File: src/include/icache_consts.svh
`ifndef ICACHE_CONSTS_SVH
`define ICACHE_CONSTS_SVH

// log2 of line size in bytes
`define ICACHE_LEN_LINE 6

// log2 of lines per way
`define ICACHE_LEN_INDEX 6

// physical tag, everything above the 4 KiB page offset
`define ICACHE_LEN_TAG 20

// words per line, also the refill burst length
`define ICACHE_NR_WORDS 16

// 8-byte instruction pairs per line
`define ICACHE_DW_PER_LINE 8

// unmapped segment bounds
`define ICACHE_KSEG0_BASE 32'h8000_0000
`define ICACHE_KSEG1_BASE 32'hA000_0000
`define ICACHE_KSEG2_BASE 32'hC000_0000

`endif

File: src/verilog/icache_pkg.sv
`include "icache_consts.svh"

package icache_pkg;

    // address or instruction
    typedef logic [31:0] word_t;

    // one data array entry, an instruction pair
    typedef logic [63:0] dword_t;

    typedef logic [`ICACHE_LEN_TAG-1:0] tag_t;

    typedef logic [`ICACHE_LEN_INDEX-1:0] index_t;

    // virtual or physical page number
    typedef logic [19:0] page_t;

    // even/odd page pair
    typedef logic [18:0] vpn2_t;

    typedef enum logic [2:0] {
        IDLE,
        TLB_FILL,
        UNCACHED,
        CACHE_REPLACE,
        SAVE_RESULT
    } icache_state_t;

endpackage

File: src/verilog/icache_itlb.sv
`include "icache_consts.svh"

module icache_itlb (
    input  logic                clk,
    input  logic                rst,
    input  icache_pkg::word_t   inst_va,
    input  logic                tlb_req,
    input  logic                tlb_flush,
    output icache_pkg::vpn2_t   itlb_vpn2,
    input  logic                itlb_found,
    input  logic                itlb_v0,
    input  logic                itlb_v1,
    input  logic                itlb_c0,
    input  logic                itlb_c1,
    input  icache_pkg::page_t   itlb_pfn0,
    input  icache_pkg::page_t   itlb_pfn1,
    output icache_pkg::tag_t    ptag,
    output logic                uncached,
    output logic                trans_ok,
    output logic                fault_refill,
    output logic                fault_invalid
);
    import icache_pkg::*;

    logic  entry_valid;
    page_t entry_vpn;
    page_t entry_ppn;
    logic  entry_uncached;

    page_t vpn;
    logic  direct;
    logic  odd;
    logic  sel_v;

    assign vpn = inst_va[31:12];
    // kseg0 and kseg1 bypass the TLB
    assign direct = (inst_va >= `ICACHE_KSEG0_BASE) && (inst_va < `ICACHE_KSEG2_BASE);

    assign ptag     = direct ? {3'b000, inst_va[28:12]} : entry_ppn;
    assign uncached = direct ? (inst_va >= `ICACHE_KSEG1_BASE) : entry_uncached;
    assign trans_ok = direct || (entry_valid && entry_vpn == vpn);

    // L2 lookup, odd page picks the second half
    assign itlb_vpn2 = inst_va[31:13];
    assign odd       = inst_va[12];
    assign sel_v     = odd ? itlb_v1 : itlb_v0;

    assign fault_refill  = tlb_req && !itlb_found;
    assign fault_invalid = tlb_req && itlb_found && !sel_v;

    always_ff @(posedge clk) begin
        if (rst) begin
            entry_valid <= 1'b0;
        end else if (tlb_req && itlb_found && sel_v) begin
            entry_valid <= 1'b1;
        end else if (tlb_flush) begin
            entry_valid <= 1'b0;
        end
    end

    always_ff @(posedge clk) begin
        if (tlb_req && itlb_found && sel_v) begin
            entry_vpn      <= vpn;
            entry_ppn      <= odd ? itlb_pfn1 : itlb_pfn0;
            entry_uncached <= odd ? !itlb_c1 : !itlb_c0;
        end
    end

    a_fill_on_miss: assert property (@(posedge clk) disable iff (rst)
        tlb_req |-> !trans_ok);

endmodule

File: config.mk
export PLATFORM = sky130hd
export DESIGN_NAME = icache_itlb
export DESIGN_NICKNAME = d
export VERILOG_FILES = /design/src/verilog/icache_pkg.sv /design/src/verilog/icache_itlb.sv
export VERILOG_INCLUDE_DIRS = /design/src /design/src/include
export SDC_FILE = /design/constraint.sdc
export NUM_CORES = 1
export LEC_CHECK = 0
export BUFFER_PORTS_ARGS = -buffer_cell sky130_fd_sc_hd__buf_2
export CORE_AREA = 8 8 88 90
export CTS_CLUSTER_SIZE = 20
export DETAILED_ROUTE_END_ITERATION = 7
export DIE_AREA = 0 0 96 98
export HOLD_SLACK_MARGIN = 0.12
export PLACE_DENSITY_LB_ADDON = 0.3
export RECOVER_POWER = 50
export SLEW_MARGIN = 20
export SYNTH_ARGS = -nofsm -noshare
export SYNTH_HDL_FRONTEND = slang
export SYNTH_SLANG_ARGS = --single-unit
File: constraint.sdc
create_clock -name clk -period 8.6 [get_ports clk]
set_input_delay 0.43 -clock clk [delete_from_list [all_inputs] [get_ports clk]]
set_output_delay 0.43 -clock clk [all_outputs]
set_load 0.03 [all_outputs]
# [Yosys cells after proc, flatten, opt, wreduce, memory -nomap -nowiden]
# Index checks and enable logic that the tools add are counted.
[word_totals] ram_bits=0 register_bits=42 romBits=0 wordCells=27 mem_count=0 latchBits=0 in_bits=81
[op_classes] n_reduce_logical=12 add_sub_neg=0 bitwise_logic=0 muxes=7 shift=0 div=0 n_eq_ne=1 magnitude_cmp=3 n_mul=0
[op_table] cell="32-bit greater-or-equal comparator (second input constant)" n=2
[op_table] cell="20-bit two-way mux" n=2
[op_table] cell="32-bit less-than comparator (second input constant)" n=1
[op_table] cell="20-bit == test" n=1
[op_table] cell="1-bit logical AND" n=6
[op_table] cell="1-bit two-way mux" n=5
[op_table] cell="1-bit zero test" n=4
[op_table] cell="2-bit nonzero test" n=1
[op_table] cell="1-bit logical OR" n=1

# [Depth between registers and ports, before layout]
# Gate-level depths: netlist (run 1).
[logic_depth] depth_word=3 ltp_mapped=5 depth_no_buf=4

# [Worst setup path before layout (run 1)]
# OpenSTA, ideal clock, no wires.
[synth_timing] kind="in2reg" from="in inst_va[12]" to="reg entry_ppn[0], enable pin" t_required_ps=8154 setup_time_ps=446 arrival_ps=2656 cell_stages=3 path_slack_ps=5498 n_path_buf=1 path_cell_list="buf_6 mux2_2 nor2b_1"
[synth_between] elab_chain_cells=2
[synth_rtl] item="start, declared" line_no="icache_itlb.sv:6" source="input icache_pkg::word_t inst_va,"
[synth_rtl] item="1-bit two-way mux" line_no="icache_itlb.sv:46" source="assign sel_v = odd ? itlb_v1 : itlb_v0;"
[synth_rtl] item="1-bit logical AND" line_no="icache_itlb.sv:62" source="if (tlb_req && itlb_found && sel_v) begin"
[synth_rtl] item="end signal, assigned" line_no="icache_itlb.sv:64" source="entry_ppn <= odd ? itlb_pfn1 : itlb_pfn0;"
[synth_rtl] item="end, declared" line_no="icache_itlb.sv:27" source="page_t entry_ppn;"
# Every way passes these cells.
# A chain may end at the register's enable or synchronous reset.

# [Final worst setup path (run 1)]
[layout_timing] from="in inst_va[12]" to="reg entry_ppn[1], enable pin"
# The elaborated chain is that of the path after synthesis.

==> results of run 1 <==
==> worst max path at each step <==
stage	start	slack [ps]	to
3_3_place_gp	inst_va[30]	6140	ptag[4]
6_report	inst_va[12]	5390	entry_ppn[1]
2_1_floorplan	inst_va[12]	5500	entry_ppn[0]
5_1_grt	inst_va[12]	5040	entry_ppn[4]
4_1_cts	inst_va[30]	6150	ptag[9]
3_5_place_dp	inst_va[30]	6130	ptag[9]
==> metal layers <==
layer / track usage (%) / up-vias / wire length (um)
met1: 11.5 / 635 / 1960
met3: 4.14 / 6 / 366
met4: 3.20 / 0 / 58
met2: 18.2 / 49 / 2570
met5: 0 / - / 0
li1: - / 700 / -
==> cell usage after synthesis (2+ instances only) <==
master / count / share of area [%]
edfxtp_1: 41 / 57
mux2_2: 39 / 20
buf_4: 19 / 6.6
xor2_1: 19 / 7.7
buf_2: 4 / 0.93
nor4_1: 4 / 1.2
and2_1: 3 / 0.87
nor2_1: 2 / 0.35
nor2b_1: 2 / 0.58
==> final cells by class <==
cell class                      instances  area [um^2]  share of cell area [%]
Inverter                                1         3.75                   0.140
Clock inverter                          1         5.00                   0.186
Multi-Input combinational cell         78          727                    27.1
Tap cell                               80          100                    3.73
Sequential cell                        42         1250                    46.6
Timing Repair Buffer                  112          513                    19.1
Clock buffer                            7         86.3                    3.21
==> power by group <==
| part | total, mW | leakage (nW) | switching (mW) | internal (mW) |
|---|---|---|---|---|
| sequential | 0.241 | 0.385 | 0.00324 | 0.238 |
| clock | 0.131 | 0.0482 | 0.0658 | 0.0648 |
| combinational | 0.0914 | 0.611 | 0.0556 | 0.0359 |
| total | 0.463 | 1.04 | 0.125 | 0.339 |
==> sequential cells by signal (all words and copies together) (netlist names) <==
name	cells
entry_ppn	20
entry_uncached	1
entry_valid	1
entry_vpn	20
==> kinds of logic after synthesis <==
family                 after synthesis  synth area share (%)
XOR/XNOR                            20                  8.13
flip-flops                          42                  58.1
AO/OA/AOI/OAI                        2                 0.464
multiplexers                        40                  20.9
AND/OR/NAND/NOR                     16                  4.18
buffers and inverters               25                  8.25
==> stage by stage <==
| stage | util [%] | hold slack (ps) | setup slack [ps] | std cells |
|---|---|---|---|---|
| floorplan | - | 456 | 5500 | 145 |
| global placement | 40.8 | 483 | 6140 | 313 |
| detailed placement | 40.8 | 482 | 6130 | 313 |
| CTS | 42.2 | 282 | 6150 | 321 |
| global route | 41.4 | 285 | 5040 | 321 |
| finish | 41.4 | 291 | 5390 | 321 |
==> key figures, run 1 <==
Finish
  – Fillers: roughly 650
  – Layout cells sized above 1: roughly 50%
  – Most frequent cells in the layout: buf_2, clkbuf_1, edfxtp_1
  – Area Overhead vs Synth: 24.8%
  – Nets: roughly 320
  – Design Area, Final: between 0.002 and 0.003 mm^2
  – Ant diodes: 0
  – Commonest non-fill, non-tap cell in the layout: buf_2

Flow run
  – Max-cap violations: 0

Timing
  – Setup_tns: 0 ps
  – Final setup fails: 0
  – FMAX: 312 MHz
  – Actual slew at the worst max-slew pin: 1350 ps
  – Final Max Slew Viols: 0
  – Max transition margin: under 10%
  – Final Hold Violating Endpoints: 0
  – Unrepaired setup endpoints after global routing: no
  – Fin crit period: approximately 3200 ps
  – Final Skew: 0 ps
  – Tcrit/Tclk final: 37.3%

Detailed routing
  – Vias per inst: roughly 4.3
  – Post-DRT Antenna Nets: 0
  – Initial drt markers: 59
  – Total number of vias: around 1.4k
  – DRT Pass-1 Iters: 4
  – Wire per inst: between 15 and 20 um
  – DR DRC count: 0
  – Final WL: 4960 um

Hold path
  – Hold path cells: 2
  – Hold Startpoint: rst
  – Type of the tightest min-delay check: in2reg
  – Hold path endpoint: entry_valid

Synth
  – Syn Inst Count: between 100 and 150
  – EDFF count, synth: 41
  – Synthesized area per cell: around 15 um^2
  – Asr flop ratio synth: 0%
  – Synth cell types: 21
  – Yosys warning count: 0
  – Post-synth top flop: edfxtp_1
  – Yosys reg bits: between 40 and 50
  – Synth Net Count: around 230
  – Post-synthesis sequential area ratio: about three fifths
  – Mapped Area: ~0.0022 mm^2

Power and ir drop
  – LEAKAGE: roughly 1.0 nW
  – Power density over the cells: 172 mW/mm^2
  – Worst vdd ir: about 0.082 mV
  – Power, Total: ~0.46 mW

Critical path
  – Crit path largest cell delay: between 900 and 1000 ps
  – Crit Path Category: in2reg
  – CP Data Required Time: between 8000 and 9000 ps
  – Setup crit start kind: input port
  – R2r setup slk: ~8000 ps
  – Worst r2r path cells: 2
  – Launch point of the worst reg-to-reg path: entry_valid
  – Critical Path AT: between 3000 and 4000 ps
  – Reg-to-Reg End: entry_valid
  – Worst-path cell chain: clkbuf_1, mux2_2, nor2b_1, buf_4
  – CP bufs+invs: 2
  – Worst-path fanout max: 30
  – Critical path's top delay family: buffers and inverters
  – Slowest stage cell, crit path: clkbuf_1
  – Cell count along the critical path: 4
  – Kind of end point of the critical path: flop

Die
  – Initial cell density of the core: 33.2%
  – Die Wd: between 90 and 100 um
  – Die area: about 0.0094 mm^2
  – # IOs: ~120
  – Core footprint: about 0.0065 mm^2
  – DIE HEIGHT: 98 um
  – Std-Cell Rows: 30

Global route
  – Initial antenna violation count: 0
  – Number of global-route vias before repair: between 1.5k and 2k
  – Gr usage total: a little over a tenth
  – Gr ovfl total: 0
  – Largest net degree at the start of global routing: 31
  – First-pass GRT wire length: between 7000 and 8000 um

Clock network
  – Clock transition at the registers of the reported paths: roughly 70 ps
  – CTS Sinks: 42
  – Cts repair resizes: 0
  – Post-CTS Setup Inserts: 0
  – CTS Buf Count: 5
  – CTS tree: done
  – Clock buffer depth: 2
  – Clk Latency, worst-skew pair: 290 ps
  – H-tree Lvls: 2
  – Number of hold buffers added after CTS: 0
  – Root Buffer: clkbuf_8

Place
  – Total placed instance area: about 0.0027 mm^2
  – Routability congestion estimate: ~0.67
  – DP HPWL: roughly 3800 um
  – # port buffers: around 110

Run status
  – Run status: completed
No activity file was read; power rests on OpenSTA's default activity.
==> run 2: changes to the inputs <==
==> constraint.sdc (replaced) <==
create_clock -name clk -period 3.2 [get_ports clk]
set_input_delay 0.16 -clock clk [delete_from_list [all_inputs] [get_ports clk]]
set_output_delay 0.16 -clock clk [all_outputs]
set_load 0.03 [all_outputs]
==> run 2 against run 1 <==
Effect of this change: routed wire length grew 5.6%; clock skew unchanged; core utilization grew 3.3 points; power rose to 2.7 times the previous value; sequential power rose to 2.7 times the previous value; sequential cell count did not move; clock power rose by 150%; combinational power rose to 2.9 times the previous value; design area is 8.0% higher; first-iteration DRC count grew 44%.
==> key figures, run 2 (synthesis gave the netlist of run 1 again) <==
Clock network
  – Clock buffer depth: 2
  – CTS Buf Count: 5
  – Post-CTS Setup Inserts: 0
  – Clock transition at the registers of the reported paths: around 70 ps
  – Clk Latency, worst-skew pair: roughly 280 ps
  – CTS Sinks: 42
  – Root Buffer: clkbuf_8
  – CTS tree: done
  – Cts repair resizes: 0
  – Number of hold buffers added after CTS: 20
  – H-tree Lvls: 2

Critical path
  – Critical Path AT: between 2000 and 2500 ps
  – Crit Path Category: in2out
  – CP Data Required Time: about 3000 ps
  – Kind of end point of the critical path: output port
  – Setup crit start kind: input port
  – Worst-path fanout max: 25

Place
  – # port buffers: 111
  – DP Worst Slack: between 1000 and 1500 ps
  – Total placed instance area: between 0.002 and 0.003 mm^2
  – Placed Cells: roughly 310
  – Routability congestion estimate: 0.675
  – DP HPWL: 3880 um

Timing
  – Fin crit period: around 2400 ps
  – Actual slew at the worst max-slew pin: approximately 1400 ps
  – Max transition margin: roughly a tenth
  – Tcrit/Tclk final: about 74%
  – Setup slack after layout: approximately 820 ps
  – Final Hold Violating Endpoints: 0
  – Unrepaired setup endpoints after global routing: no
  – Final Max Slew Viols: 0
  – Final Skew: 0 ps
  – FMAX: 420 MHz
  – Final setup fails: 0
  – Setup_tns: 0 ps

Detailed routing
  – Wire per inst: 15.3 um
  – DRT Pass-1 Iters: 3
  – Initial drt markers: 85
  – Post-DRT Antenna Nets: 0
  – Vias per inst: between 4 and 5
  – Final WL: between 5000 and 6000 um
  – DR DRC count: 0
  – Total number of vias: roughly 1.5k

Die
  – Core footprint: 0.00649 mm^2
  – Initial cell density of the core: 33.2%
  – Die Wd: approximately 96 um
  – DIE HEIGHT: 98 um
  – Die area: around 0.0094 mm^2
  – Std-Cell Rows: 30
  – # IOs: 124

Power and ir drop
  – LEAKAGE: around 1.1 nW
  – Worst vdd ir: between 0.2 and 0.25 mV
  – Power density over the cells: between 400 and 500 mW/mm^2

Hold path
  – Type of the tightest min-delay check: in2reg

Finish
  – Biggest regs: entry_ppn (20), entry_vpn (20)
  – Fin util: 44.7%
  – Nets: approximately 340
  – Ant diodes: 0
  – Commonest non-fill, non-tap cell in the layout: buf_2
  – Layout cells sized above 1: between 40% and 50%
  – Most frequent cells in the layout: buf_2, clkbuf_1, edfxtp_1
  – Area Overhead vs Synth: 34.7%
  – Final Non-Filler Cells: about 340
  – Design Area, Final: slightly below 0.003 mm^2

Flow run
  – Max-cap violations: 0

Global route
  – First-pass GRT wire length: 8420 um
  – Gr usage total: a little under an eighth
  – Largest net degree at the start of global routing: 26
  – Initial antenna violation count: 0
  – Number of global-route vias before repair: about 1.7k
  – Gr ovfl total: 0

Run status
  – Run status: completed
run 2: final timing paths:
check	startpoint	to	slack, ps	cells after the start
worst max-delay path	inst_va[12]	trans_ok	820	6
worst min-delay path	itlb_c0	entry_uncached	170	2
worst max register to register	entry_valid	entry_valid	2620	2
worst min register to register	entry_valid	entry_valid	510	2
run 2: layout make-up:
class	count	area (um^2)
fillers	630	3590
multi-input cells	78	732
well taps	80	100
flip-flops and latches	42	1250
inverters	1	3.75
clock buffers	8	80.1
repair buffers	133	733
run 2: power by group:
group,leakage (nW),internal [mW],switching [mW]
combinational,0.707,0.114,0.155
clock,0.0395,0.155,0.166
sequential,0.385,0.639,0.00869
run 2: per-layer routing:
| layer | GRT usage (%) | vias up | share of wire [%] |
|---|---|---|---|
| li1 | - | 738 | - |
| met1 | 12.7 | 669 | 39 |
| met2 | 20.1 | 50 | 53 |
| met3 | 3.53 | 5 | 6.8 |
| met4 | 2.84 | 0 | 0.97 |
| met5 | 0 | - | 0 |
run 2: worst max-delay path, cell delays in order:
cell	delay, ps
clkbuf_1	970
xor2_1	140
nor4_1	390
nand4_1	160
o21ai_1	180
buf_2	220
run 2: stage by stage:
step	hold WS (ps)	power, mW
finish	167	1.24
global route	162	1.30
CTS	161	1.26
detailed placement	325	0.923
global placement	325	0.918
floorplan	232	0.836
