<file path="src/include/icache_consts.svh">
`ifndef ICACHE_CONSTS_SVH
`define ICACHE_CONSTS_SVH

// log2 of line size in bytes
`define ICACHE_LEN_LINE 6

// log2 of lines per way
`define ICACHE_LEN_INDEX 6

// physical tag, everything above the 4 KiB page offset
`define ICACHE_LEN_TAG 20

// words per line, also the refill burst length
`define ICACHE_NR_WORDS 16

// 8-byte instruction pairs per line
`define ICACHE_DW_PER_LINE 8

// unmapped segment bounds
`define ICACHE_KSEG0_BASE 32'h8000_0000
`define ICACHE_KSEG1_BASE 32'hA000_0000
`define ICACHE_KSEG2_BASE 32'hC000_0000

`endif

</file>
<file path="src/verilog/icache_pkg.sv">
`include "icache_consts.svh"

package icache_pkg;

    // address or instruction
    typedef logic [31:0] word_t;

    // one data array entry, an instruction pair
    typedef logic [63:0] dword_t;

    typedef logic [`ICACHE_LEN_TAG-1:0] tag_t;

    typedef logic [`ICACHE_LEN_INDEX-1:0] index_t;

    // virtual or physical page number
    typedef logic [19:0] page_t;

    // even/odd page pair
    typedef logic [18:0] vpn2_t;

    typedef enum logic [2:0] {
        IDLE,
        TLB_FILL,
        UNCACHED,
        CACHE_REPLACE,
        SAVE_RESULT
    } icache_state_t;

endpackage

</file>
<file path="src/verilog/icache_ctrl.sv">
`include "icache_consts.svh"

module icache_ctrl (
    input  logic                clk,
    input  logic                rst,
    input  logic                inst_en,
    input  icache_pkg::word_t   inst_va,
    input  icache_pkg::word_t   inst_va_next,
    input  logic                stallF,
    input  logic                fence_i,
    input  icache_pkg::word_t   fence_addr,
    input  logic                fence_tlb,
    output icache_pkg::word_t   inst_rdata0,
    output icache_pkg::word_t   inst_rdata1,
    output logic                inst_ok0,
    output logic                inst_ok1,
    output logic                istall,
    output logic                inst_tlb_refill,
    output logic                inst_tlb_invalid,
    input  icache_pkg::tag_t    ptag,
    input  logic                uncached,
    input  logic                trans_ok,
    input  logic                fault_refill,
    input  logic                fault_invalid,
    output logic                tlb_req,
    output logic                tlb_flush,
    output icache_pkg::word_t   rd_va,
    output icache_pkg::word_t   line_va,
    output logic                fill_start,
    output icache_pkg::tag_t    fill_tag,
    output logic                fill_beat,
    output icache_pkg::word_t   fill_word,
    output logic                fill_done,
    output logic                touch,
    output logic                touch_way,
    output logic                inval,
    output icache_pkg::word_t   inval_va,
    input  icache_pkg::tag_t    tag0,
    input  icache_pkg::tag_t    tag1,
    input  icache_pkg::dword_t  data0,
    input  icache_pkg::dword_t  data1,
    input  logic [1:0]          valid,
    input  logic                lru,
    output icache_pkg::word_t   araddr,
    output logic [7:0]          arlen,
    output logic [2:0]          arsize,
    output logic                arvalid,
    input  logic                arready,
    input  icache_pkg::word_t   rdata,
    input  logic                rlast,
    input  logic                rvalid,
    output logic                rready
);
    import icache_pkg::*;

    icache_state_t state;

    logic   hit0;
    logic   hit1;
    logic   hit_ok;
    logic   idle;
    dword_t pair;
    word_t  saved_inst0;
    logic   saved_ok0;
    logic   beat;

    assign idle   = state == IDLE;
    assign hit0   = valid[0] && tag0 == ptag;
    assign hit1   = valid[1] && tag1 == ptag;
    assign hit_ok = (hit0 || hit1) && trans_ok && !uncached;
    assign pair   = hit1 ? data1 : data0;

    assign istall = idle ? (inst_en && !hit_ok) : (state != SAVE_RESULT);

    assign inst_ok0    = (idle ? hit_ok : saved_ok0) && inst_en;
    assign inst_ok1    = idle && hit_ok && !inst_va[2] && inst_en;
    assign inst_rdata0 = idle ? (inst_va[2] ? pair[63:32] : pair[31:0]) : saved_inst0;
    assign inst_rdata1 = pair[63:32];

    // arrays must be pointed at the next fetch while the pipeline can move
    assign rd_va   = (idle || state == SAVE_RESULT) ? inst_va_next : inst_va;
    assign line_va = inst_va;

    assign tlb_req   = state == TLB_FILL;
    assign tlb_flush = fence_tlb && !istall;
    assign inval     = fence_i && !istall;
    assign inval_va  = fence_addr;

    // only needed when the hitting way is still the LRU one
    assign touch     = idle && inst_en && hit_ok && !stallF && (hit1 == lru);
    assign touch_way = hit1;

    assign fill_start = idle && inst_en && trans_ok && !uncached && !(hit0 || hit1);
    assign fill_tag   = ptag;
    assign beat       = rvalid && rready;
    assign fill_beat  = state == CACHE_REPLACE && beat;
    assign fill_word  = rdata;
    assign fill_done  = fill_beat && rlast;

    always_ff @(posedge clk) begin
        if (rst) begin
            state            <= IDLE;
            arvalid          <= 1'b0;
            rready           <= 1'b0;
            saved_ok0        <= 1'b0;
            inst_tlb_refill  <= 1'b0;
            inst_tlb_invalid <= 1'b0;
        end else begin
            if (arvalid && arready) begin
                arvalid <= 1'b0;
                rready  <= 1'b1;
            end
            case (state)
                IDLE: begin
                    if (inst_en && !trans_ok) begin
                        state <= TLB_FILL;
                    end else if (inst_en && uncached) begin
                        arvalid <= 1'b1;
                        state   <= UNCACHED;
                    end else if (fill_start) begin
                        arvalid <= 1'b1;
                        state   <= CACHE_REPLACE;
                    end
                end
                TLB_FILL: begin
                    if (fault_refill || fault_invalid) begin
                        inst_tlb_refill  <= fault_refill;
                        inst_tlb_invalid <= fault_invalid;
                        saved_ok0        <= 1'b1;
                        state            <= SAVE_RESULT;
                    end else begin
                        state <= IDLE;
                    end
                end
                UNCACHED: begin
                    if (beat) begin
                        rready    <= 1'b0;
                        saved_ok0 <= 1'b1;
                        state     <= SAVE_RESULT;
                    end
                end
                CACHE_REPLACE: begin
                    if (beat && rlast) begin
                        rready <= 1'b0;
                    end else if (!arvalid && !rready) begin
                        // last beat now written, re-evaluate in IDLE
                        state <= IDLE;
                    end
                end
                SAVE_RESULT: begin
                    if (!stallF) begin
                        saved_ok0        <= 1'b0;
                        inst_tlb_refill  <= 1'b0;
                        inst_tlb_invalid <= 1'b0;
                        state            <= IDLE;
                    end
                end
                default: state <= IDLE;
            endcase
        end
    end

    always_ff @(posedge clk) begin
        if (idle && inst_en && trans_ok && uncached) begin
            araddr <= {ptag, inst_va[11:0]};
            arlen  <= 8'd0;
            arsize <= 3'd2;
        end else if (fill_start) begin
            araddr <= {ptag, inst_va[11:`ICACHE_LEN_LINE], {`ICACHE_LEN_LINE{1'b0}}};
            arlen  <= 8'(`ICACHE_NR_WORDS - 1);
            arsize <= 3'd2;
        end
        if (state == TLB_FILL) begin
            saved_inst0 <= '0;
        end else if (state == UNCACHED && beat) begin
            saved_inst0 <= rdata;
        end
    end

    a_one_way_hit: assert property (@(posedge clk) disable iff (rst)
        !(hit0 && hit1));

    a_addr_before_data: assert property (@(posedge clk) disable iff (rst)
        arvalid |-> !rready);

endmodule

</file>
<file path="config.mk">
export PLATFORM = sky130hd
export DESIGN_NAME = icache_ctrl
export DESIGN_NICKNAME = d
export VERILOG_FILES = /design/src/verilog/icache_pkg.sv /design/src/verilog/icache_ctrl.sv
export VERILOG_INCLUDE_DIRS = /design/src /design/src/include
export SDC_FILE = /design/constraint.sdc
export NUM_CORES = 1
export LEC_CHECK = 0
export ABC_AREA = 1
export BUFFER_PORTS_ARGS = -buffer_cell sky130_fd_sc_hd__clkbuf_2
export CAP_MARGIN = 40
export CORE_AREA = 2 2 236 238
export DETAILED_ROUTE_END_ITERATION = 8
export DIE_AREA = 0 0 238 240
export SLEW_MARGIN = 0
export SYNTH_ARGS = -nofsm -noshare
export SYNTH_HDL_FRONTEND = slang
export SYNTH_SLANG_ARGS = --single-unit
</file>
<file path="constraint.sdc">
create_clock -name clk -period 2.7 [get_ports clk]
set_input_delay 0.405 -clock clk [delete_from_list [all_inputs] [get_ports clk]]
set_output_delay 0.405 -clock clk [all_outputs]
set_load 0.005 [all_outputs]
</file>
### After elaboration in Yosys (flattened, before gate mapping)

Cells that the tools add are included.
Widths: inputs -> output; s select.

* word-level logic and storage cells: 104
* register bits: 73
* input bits: 332
* output and inout bits: 270

* mux-type cells: 34
* equality and inequality tests: 14
* reductions and logical operators: 47

Operator list (count)
* $mux 32: 5
* $mux 64: 1
* $eq 20x20->1: 2
* $logic_and 1x1->1: 28
* $mux 3: 8
* $mux 1: 15
* $pmux 3 s5: 1
* $logic_not 1->1: 9
* $eq 3x2->1 const B: 2
* $ne 2x2->1 const B: 3
* $pmux 1 s2: 3
* $reduce_and 5->1: 1
* $ne 2x1->1 const B: 2
* $ne 4x2->1 const B: 1
* $reduce_and 4->1: 1
* $reduce_bool 2->1: 2
* $eq 3x1->1 const B: 1
* $eq 3x3->1 const B: 1
* $logic_not 3->1: 1
* $logic_or 1x1->1: 3
* $ne 3x3->1 const B: 1
* $pmux 1 s3: 1
* $reduce_and 3->1: 1
* $reduce_bool 3->1: 1
* $eq 1x1->1: 1

### Longest topological paths before layout

Gate-level depths: netlist of the first run.

* depth in word-level cells: 10
* mapped depth: 14
* depth with buffers taken out: 13

### Worst setup path before layout of the first run

Ideal clock, no wire load.

* path kind: input to register
* start point: in ptag[0]
* end point: reg araddr[0] (enable)
* arrival time: 1.938 ns
* data required time: 2.309 ns
* stages on the path: 8
* setup slack: 0.372 ns
* path through: inv_1 > or2_0 > o211ai_1 > nor2_1 > nand3_2 > buf_2 > nand3_1 > nand2_1

* longest elaborated chain between the ends: 6
* elaborated cells between the ends (all ways): 8
* classes of those cells: eq/ne: 2; reduce/logical: 6

RTL lines
* start: declaration: RTL line icache_ctrl.sv:20 `input icache_pkg::tag_t ptag,`
* $eq 20x20->1, on equally long branches: RTL line icache_ctrl.sv:68, icache_ctrl.sv:69
* $logic_and 1x1->1, on equally long branches: RTL line icache_ctrl.sv:68, icache_ctrl.sv:69
* $logic_or 1x1->1 *: RTL line icache_ctrl.sv:93 `assign fill_start = idle && inst_en && trans_ok && !uncached && !(hit0 || hit1);`
* $logic_not 1->1 *: RTL line icache_ctrl.sv:93
* $logic_and 1x1->1 *: RTL line icache_ctrl.sv:93
* $reduce_bool 2->1 (no line) *
* end signal: assignment: RTL line icache_ctrl.sv:165 `araddr <= {ptag, inst_va[11:0]};`
* end signal: assignment: RTL line icache_ctrl.sv:169 `` araddr <= {ptag, inst_va[11:`ICACHE_LEN_LINE], {`ICACHE_LEN_LINE{1'b0}}}; ``
* end: declaration: RTL line icache_ctrl.sv:44 `output icache_pkg::word_t araddr,`

Mark *: on every way between the ends. The rest lies on a longest branch, timed or not.
A chain may end at the register's enable or synchronous reset.

### Worst setup path in the final report of the first run

* start point: in ptag[7]
* end point: out inst_rdata0[3]

* longest elaborated chain between the ends: 5

RTL lines
* $eq 20x20->1: RTL line icache_ctrl.sv:69 `assign hit1 = valid[1] && tag1 == ptag;`
* $logic_and 1x1->1: RTL line icache_ctrl.sv:69
* $mux 64: RTL line icache_ctrl.sv:71 `assign pair = hit1 ? data1 : data0;`
* $mux 32 (2 in a row): RTL line icache_ctrl.sv:77 `assign inst_rdata0 = idle ? (inst_va[2] ? pair[63:32] : pair[31:0]) : saved_inst0;`
* end: declaration: RTL line icache_ctrl.sv:13 `output icache_pkg::word_t inst_rdata0,`

No other way between the ends.

==> metrics.cfg, run 1 <==
[clock_tree]
cts_buffers = 9
clockBufferDepth = 2
cts.sinks = 73
cts_tree = built
cts_root_buf = clkbuf_16
path_clk_slew_ns = 0.08
h-tree-depth = 3
cts_hold_buf = 0
worstSkewPairLatency_ns = 0.39

[power]
p_leak_uw = 0.00589
fin_total_pwr_uw = 6340
vdd.ir_drop.worst_mv = 0.485
cellPowerDensity_nw_per_um2 = 626

[place]
port_buffers = 530
dpl_cell_area_um2 = 9380
dpl.hpwl_um = 28900
place.gp.congestion = 0.908

[status]
status = finished, final reports clean

[synthesis]
synth_edf_count = 32
synth_ff_type = dfxtp_1
netlist_instances = 1059
syn_area_per_cell_um2 = 5.95
yosysSeqAreaShare_pct = 28.3
yosysUniqueCellTypes = 31
synth_area_um2 = 6300
ys_async_sr_fraction_pct = 0
ys_ff_latch = 73
synth_warnings = 0

[sta]
final_max_slew_viol_count = 0
clock_skew_ns = 0.0110
setup_viol = 0
slew_headroom_pct = 61.9
period_needed_ns = 2.63
rsz0062_at_grt = true
hold_viol = 0
fmax_mhz = 380
min_period_over_period_pct = 97.4
worst_pin_slew_ns = 0.567
timing.setup.tns_ns = 0

[routing]
drc = 0
drt_iter0_drc = 469
drt-wirelength-per-cell_um = 16.0
drt-total-wl_um = 35800
ant_nets = 0
firstDrtPassIters = 5
routed_via_density = 3.68
num_vias = 8200

[global_routing]
track_usage_pct = 11.7
grt_pass1_wl_um = 47800
grt_pass1_vias = 7562
overflow = 0
grt_start_max_net_pins = 43
antenna_found_initial = 3

[critical_path]
reg2reg_to = araddr[12]$_DFFE_PP_
worst_ep_arrival_time_ns = 2.23
crit_end = inst_rdata0[3]
cp.required_ns = 2.30
worstSetupPathType = in2out
slowest_delay_ns = 0.20
path_cells = clkbuf_8, inv_1, nand2_1, o21ai_2, nor2_4, nand2_2, nor2_4, nand3_4, buf_12, buf_6, buf_4, nand2_1, inv_1, a21oi_2, nand2_1, nand3_1, nand2_1, clkbuf_2
critPathLaunch = ptag[7]
cp-end-kind = output port
path_common_cell = nand2_1
crit_family = simple AND/OR/NAND/NOR gates
crit_slowest_cell = buf_12
regToRegSetupSlack_ns = 0.60
critical_path_depth = 18
r2r_cells = 9
startpoint_type = input pin
critPathBufInv = 7
worst_r2r_startpoint = state[0]$_SDFFE_PP0P_
path_max_fanout = 7

[final_layout]
stdcell_area_um2 = 10100
num-nets-final = 1852
num-fill-cells = 6323
final_layout_size_suffix_gt1_share_pct = 46.4
final_util_pct = 18.5
area_delta_synth_final_pct = 60.8
layout_common_cells = clkbuf_2 (521), nand2_1 (368), inv_1 (126)
layout_commonest_cell = clkbuf_2

[floorplanning]
core-area_um2 = 54700
ios = 602
dieArea_um2 = 57100
std_cell_rows = 86
dieWidth_um = 238
die_h_um = 240
initial_core_util_pct = 11.5

[job]
maxCapViolCount = 0

[worst_hold_path]
hold_path.class = in2reg
min_path_cells = 1

report_power, final:
part | switching [uW] | internal, uW | leakage, uW | total [uW]
Combinational | 2060 | 1300 | 0.00510 | 3360
Clock | 625 | 845 | 0.000163 | 1470
Sequential | 109 | 1400 | 0.000632 | 1510
sequential cells by signal, summed over array words and instances, names as in the netlist:
register / cells
araddr: 32
arlen: 1
arvalid: 1
inst_tlb_invalid: 1
inst_tlb_refill: 1
rready: 1
saved_inst0: 32
saved_ok0: 1
state: 3
final cells by class:
cell class | instances | area (um2) | share of cell area [%]
diodes | 2 | 5.00 | 0.0494
clock buffers | 12 | 283 | 2.79
clock inverters | 4 | 55.1 | 0.543
inverters | 138 | 531 | 5.23
multi-input cells | 685 | 3100 | 30.6
flip-flops and latches | 73 | 1780 | 17.6
well taps | 704 | 881 | 8.69
repair buffers | 613 | 3500 | 34.6
per-stage QoR:
stage / setup WS [ns] / hold slack [ns] / std cells
after floorplan: 0.372 / 0.454 / 1064
after global placement: -0.471 / 0.472 / 2205
after detailed placement: -0.481 / 0.474 / 2205
after CTS: -0.00228 / 0.204 / 2224
after global routing: -0.0934 / 0.176 / 2230
final: 0.0694 / 0.208 / 2231
synth_stat cells (6+ instances only):
| library cell | n | area share (%) |
|---|---|---|
| buf_6 | 6 | 1.1 |
| edfxtp_1 | 32 | 15 |
| o21ai_0 | 49 | 3.9 |
| nor2_1 | 104 | 6.2 |
| clkbuf_1 | 25 | 1.5 |
| nand2_1 | 387 | 23 |
| buf_2 | 6 | 0.48 |
| buf_4 | 127 | 15 |
| nand3_1 | 75 | 6.0 |
| a21oi_1 | 35 | 2.8 |
| inv_1 | 131 | 7.8 |
| dfxtp_1 | 41 | 13 |
routing by layer:
metal	GRT usage, %	wire length, um
met2	19.5	16800
met3	3.16	2680
met1	14.4	15500
met5	0	13
met4	4.15	881
kinds of logic (layout without fill, tap and decap cells):
family          count (synthesis)  count (layout)  synth area share (%)
other cells                     2               9                 0.119
buf+inv                       306             767                  26.6
compound gates                 95              95                  7.86
flops                          73              73                  28.3
simple gates                  578             578                  36.4
xor+xnor                        5               5                 0.695
worst min-delay path by stage:
stage	from	endpoint
2_1_floorplan	inst_tlb_invalid$_SDFFE_PP0P_	inst_tlb_invalid$_SDFFE_PP0P_
3_3_place_gp	inst_tlb_invalid$_SDFFE_PP0P_	inst_tlb_invalid$_SDFFE_PP0P_
3_5_place_dp	inst_tlb_invalid$_SDFFE_PP0P_	inst_tlb_invalid$_SDFFE_PP0P_
4_1_cts	inst_va[11]	araddr[11]$_DFFE_PP_
5_1_grt	ptag[3]	araddr[15]$_DFFE_PP_
6_report	ptag[3]	araddr[15]$_DFFE_PP_
repair_timing:
action,CTS,global route
pin swaps,8,19
gates cloned,0,3
endpoints found under the setup margin,56,56
gates resized for setup,38,69
setup buffers,3,4
Power figures use the tool's default switching activity.
==> inputs of run 2 (changes only) <==
--- a/config.mk
+++ b/config.mk
@@ -6,12 +6,11 @@
 export SDC_FILE = /design/constraint.sdc
 export NUM_CORES = 1
 export LEC_CHECK = 0
-export ABC_AREA = 1
 export BUFFER_PORTS_ARGS = -buffer_cell sky130_fd_sc_hd__clkbuf_2
 export CAP_MARGIN = 40
-export CORE_AREA = 2 2 236 238
+export CORE_AREA = 2 2 237 239
 export DETAILED_ROUTE_END_ITERATION = 8
-export DIE_AREA = 0 0 238 240
+export DIE_AREA = 0 0 239 241
 export SLEW_MARGIN = 0
 export SYNTH_ARGS = -nofsm -noshare
 export SYNTH_HDL_FRONTEND = slang
==> constraint.sdc (replaced) <==
create_clock -name clk -period 2.55 [get_ports clk]
set_input_delay 0.3825 -clock clk [delete_from_list [all_inputs] [get_ports clk]]
set_output_delay 0.3825 -clock clk [all_outputs]
set_load 0.005 [all_outputs]
==> metrics.cfg, run 2 <==
[place]
place.gp.congestion = 0.846
placed_cells = 1881
dpl.hpwl_um = 32600
port_buffers = 530

[critical_path]
path_cells = clkbuf_2, xnor2_1, nand4_1, nor4_4, buf_12, nand3_4, buf_12, buf_12, mux2i_4, a211oi_2, buf_2
path_common_cell = buf_12
worst_ep_arrival_time_ns = 2.29
cp.required_ns = 2.17
startpoint_type = input pin
critPathBufInv = 5
worst_r2r_startpoint = state[2]$_SDFFE_PP0P_
crit_slowest_cell = nor4_4
cp-end-kind = output port
slowest_delay_ns = 0.29
critPathLaunch = ptag[17]
crit_family = buffers and inverters
path_max_fanout = 6
worstSetupPathType = in2out

[sta]
worst_pin_slew_ns = 0.514
timing.setup.tns_ns = -3.09
rsz0062_at_grt = true
slew_headroom_pct = 65.6
fmax_mhz = 374
clock_skew_ns = 0.0233
hold_viol = 0
period_needed_ns = 2.68
setup_viol = 42
min_period_over_period_pct = 105
final_max_slew_viol_count = 0
worst_slack_ns = -0.127

[synthesis]
synth_ff_type = dfxtp_1
syn_area_per_cell_um2 = 8.22
yosysUniqueCellTypes = 44
synth_area_um2 = 6170
ys_ff_latch = 73
synth_top_area_share_pct = 15.9
netlist_instances = 750
synth_warnings = 0
synthTopCellsByArea = buf_4 (16%), edfxtp_1 (16%), dfxtp_1 (13%)
synth_top_cell_by_area = buf_4
synth_edf_count = 32
yosysSeqAreaShare_pct = 28.9
ys_async_sr_fraction_pct = 0
synthMostInstantiatedCell = buf_4
synthTopCellsByCount = buf_4 (131), nand2_1 (74), nand4_1 (42), nor2_1 (42), dfxtp_1 (41)

[status]
status = complete, but fails checks
violations = negative setup slack

[final_layout]
layout_commonest_cell = clkbuf_2
layout_common_cells = clkbuf_2 (482), nand2_1 (73), buf_4 (62)
final_cells = 1923
final_layout_size_suffix_gt1_share_pct = 63.8
largestRegisters = araddr x32, saved_inst0 x32, state x3
num-fill-cells = 6146
area_delta_synth_final_pct = 74.3
final-seq-area_um2 = 1780
num-nets-final = 1542
multi_input_comb_area_um2 = 3760

[global_routing]
use_met3_pct = 3.85
overflow = 0
antenna_found_initial = 12
met2_usage_pct = 24.8
track_usage_pct = 13.2
grt_pass1_wl_um = 51700
busiest_layer = met2
gr-usage-met1_pct = 13.7
grt_start_max_net_pins = 39
grt_pass1_vias = 7172

[routing]
drc = 0
ant_nets = 0
drt-total-wl_um = 41400
num_vias = 7496
drt_iter0_drc = 343
firstDrtPassIters = 5
routed_via_density = 3.90
drt-wirelength-per-cell_um = 21.5

[floorplanning]
std_cell_rows = 86
initial_core_util_pct = 11.2
dieArea_um2 = 57600
ios = 602
dieWidth_um = 239
die_h_um = 241
core-area_um2 = 54900

[clock_tree]
cts_tree = built
cts_buffers = 9
cts_root_buf = clkbuf_16
worstSkewPairLatency_ns = 0.39
clockBufferDepth = 2
h-tree-depth = 3
path_clk_slew_ns = 0.06
cts.sinks = 73

[worst_hold_path]
hold_path.class = in2reg
hp-start = inst_va[9]

[job]
maxCapViolCount = 0

[power]
vdd.ir_drop.worst_mv = 0.347
p_leak_uw = 0.00494
cellPowerDensity_nw_per_um2 = 588

-- run 2: cell types whose count changed after synthesis, moves of 33 or more --
cell | before | now
o21ai_0 | 49 | 4
nand3_1 | 75 | 4
nand2_1 | 387 | 74
nand4_1 | 0 | 42
inv_1 | 131 | 36
a211oi_1 | 0 | 33
nor2_1 | 104 | 42
-- run 2: worst register-to-register path, stage by stage (launching register included) --
cell	delay (ns)
dfxtp_1	0.33
nor3_4	0.32
buf_4	0.18
buf_12	0.14
nand4b_1	0.12
buf_4	0.18
inv_1	0.07
nand3_2	0.08
buf_12	0.14
buf_4	0.14
nand2_2	0.07
buf_12	0.21
-- run 2: final cells by class --
cell class / count / share of cell area, %
diodes: 4 / 0.0932
clock buffers: 11 / 2.17
clock inverters: 5 / 0.745
inverters: 36 / 1.26
multi-input cells: 465 / 35.0
flip-flops and latches: 73 / 16.6
well taps: 704 / 8.20
repair buffers: 625 / 36.0
-- run 2: cells by family after synthesis --
family / synth area share [%]
buf+inv: 21.9
simple gates: 16.8
compound gates: 15.5
flops: 28.9
mux: 11.0
xor+xnor: 5.82
other cells: 0.122
-- run 2: routing by layer --
metal  routed length [um]  vias to the layer above  part of all wire, %
met5                   80                        -                 0.19
met4                 1510                       12                  3.6
met3                 3090                       82                  7.5
met2                21100                      437                   51
met1                15600                     3487                   38
li1                     -                     3478                    -
-- run 2: per-stage QoR --
stage | total power [uW] | area (um2) | worst slack [ns] | hold WS, ns | util, %
detailed placement | 4300 | 9300 | -0.302 | 0.448 | 17.0
global route | 6700 | 10700 | -0.209 | 0.205 | 19.6
global placement | 4310 | 9280 | -0.289 | 0.444 | 16.9
CTS | 5960 | 10000 | -0.191 | 0.182 | 18.2
finish | 6320 | 10700 | -0.127 | 0.227 | 19.6
floorplan | 2810 | 6190 | 0.263 | 0.436 | -
-- run 2: final timing paths --
kind,end,slack [ns],cells after the start
hold / removal,araddr[9]$_DFFE_PP_,0.23,1
setup / recovery,inst_rdata0[2],-0.13,11
hold reg to reg,saved_inst0[13]$_SDFFE_PP0P_,0.47,2
setup reg to reg,araddr[24]$_DFFE_PP_,0.24,11
-- run 2: power breakdown --
| part | switching, uW | internal [uW] |
|---|---|---|
| sequential | 58.1 | 1330 |
| clock | 642 | 860 |
| combinational | 1810 | 1610 |
-- run 2: what timing repair did --
action                                 in CTS  in global routing
buffers inserted                            9                 11
cloned                                      4                  2
hold buffers                                0                  0
resized for setup                          43                159
endpoints found under the hold margin       0                  0
setup endpoints to repair                  69                 71
pin swaps                                  20                 46
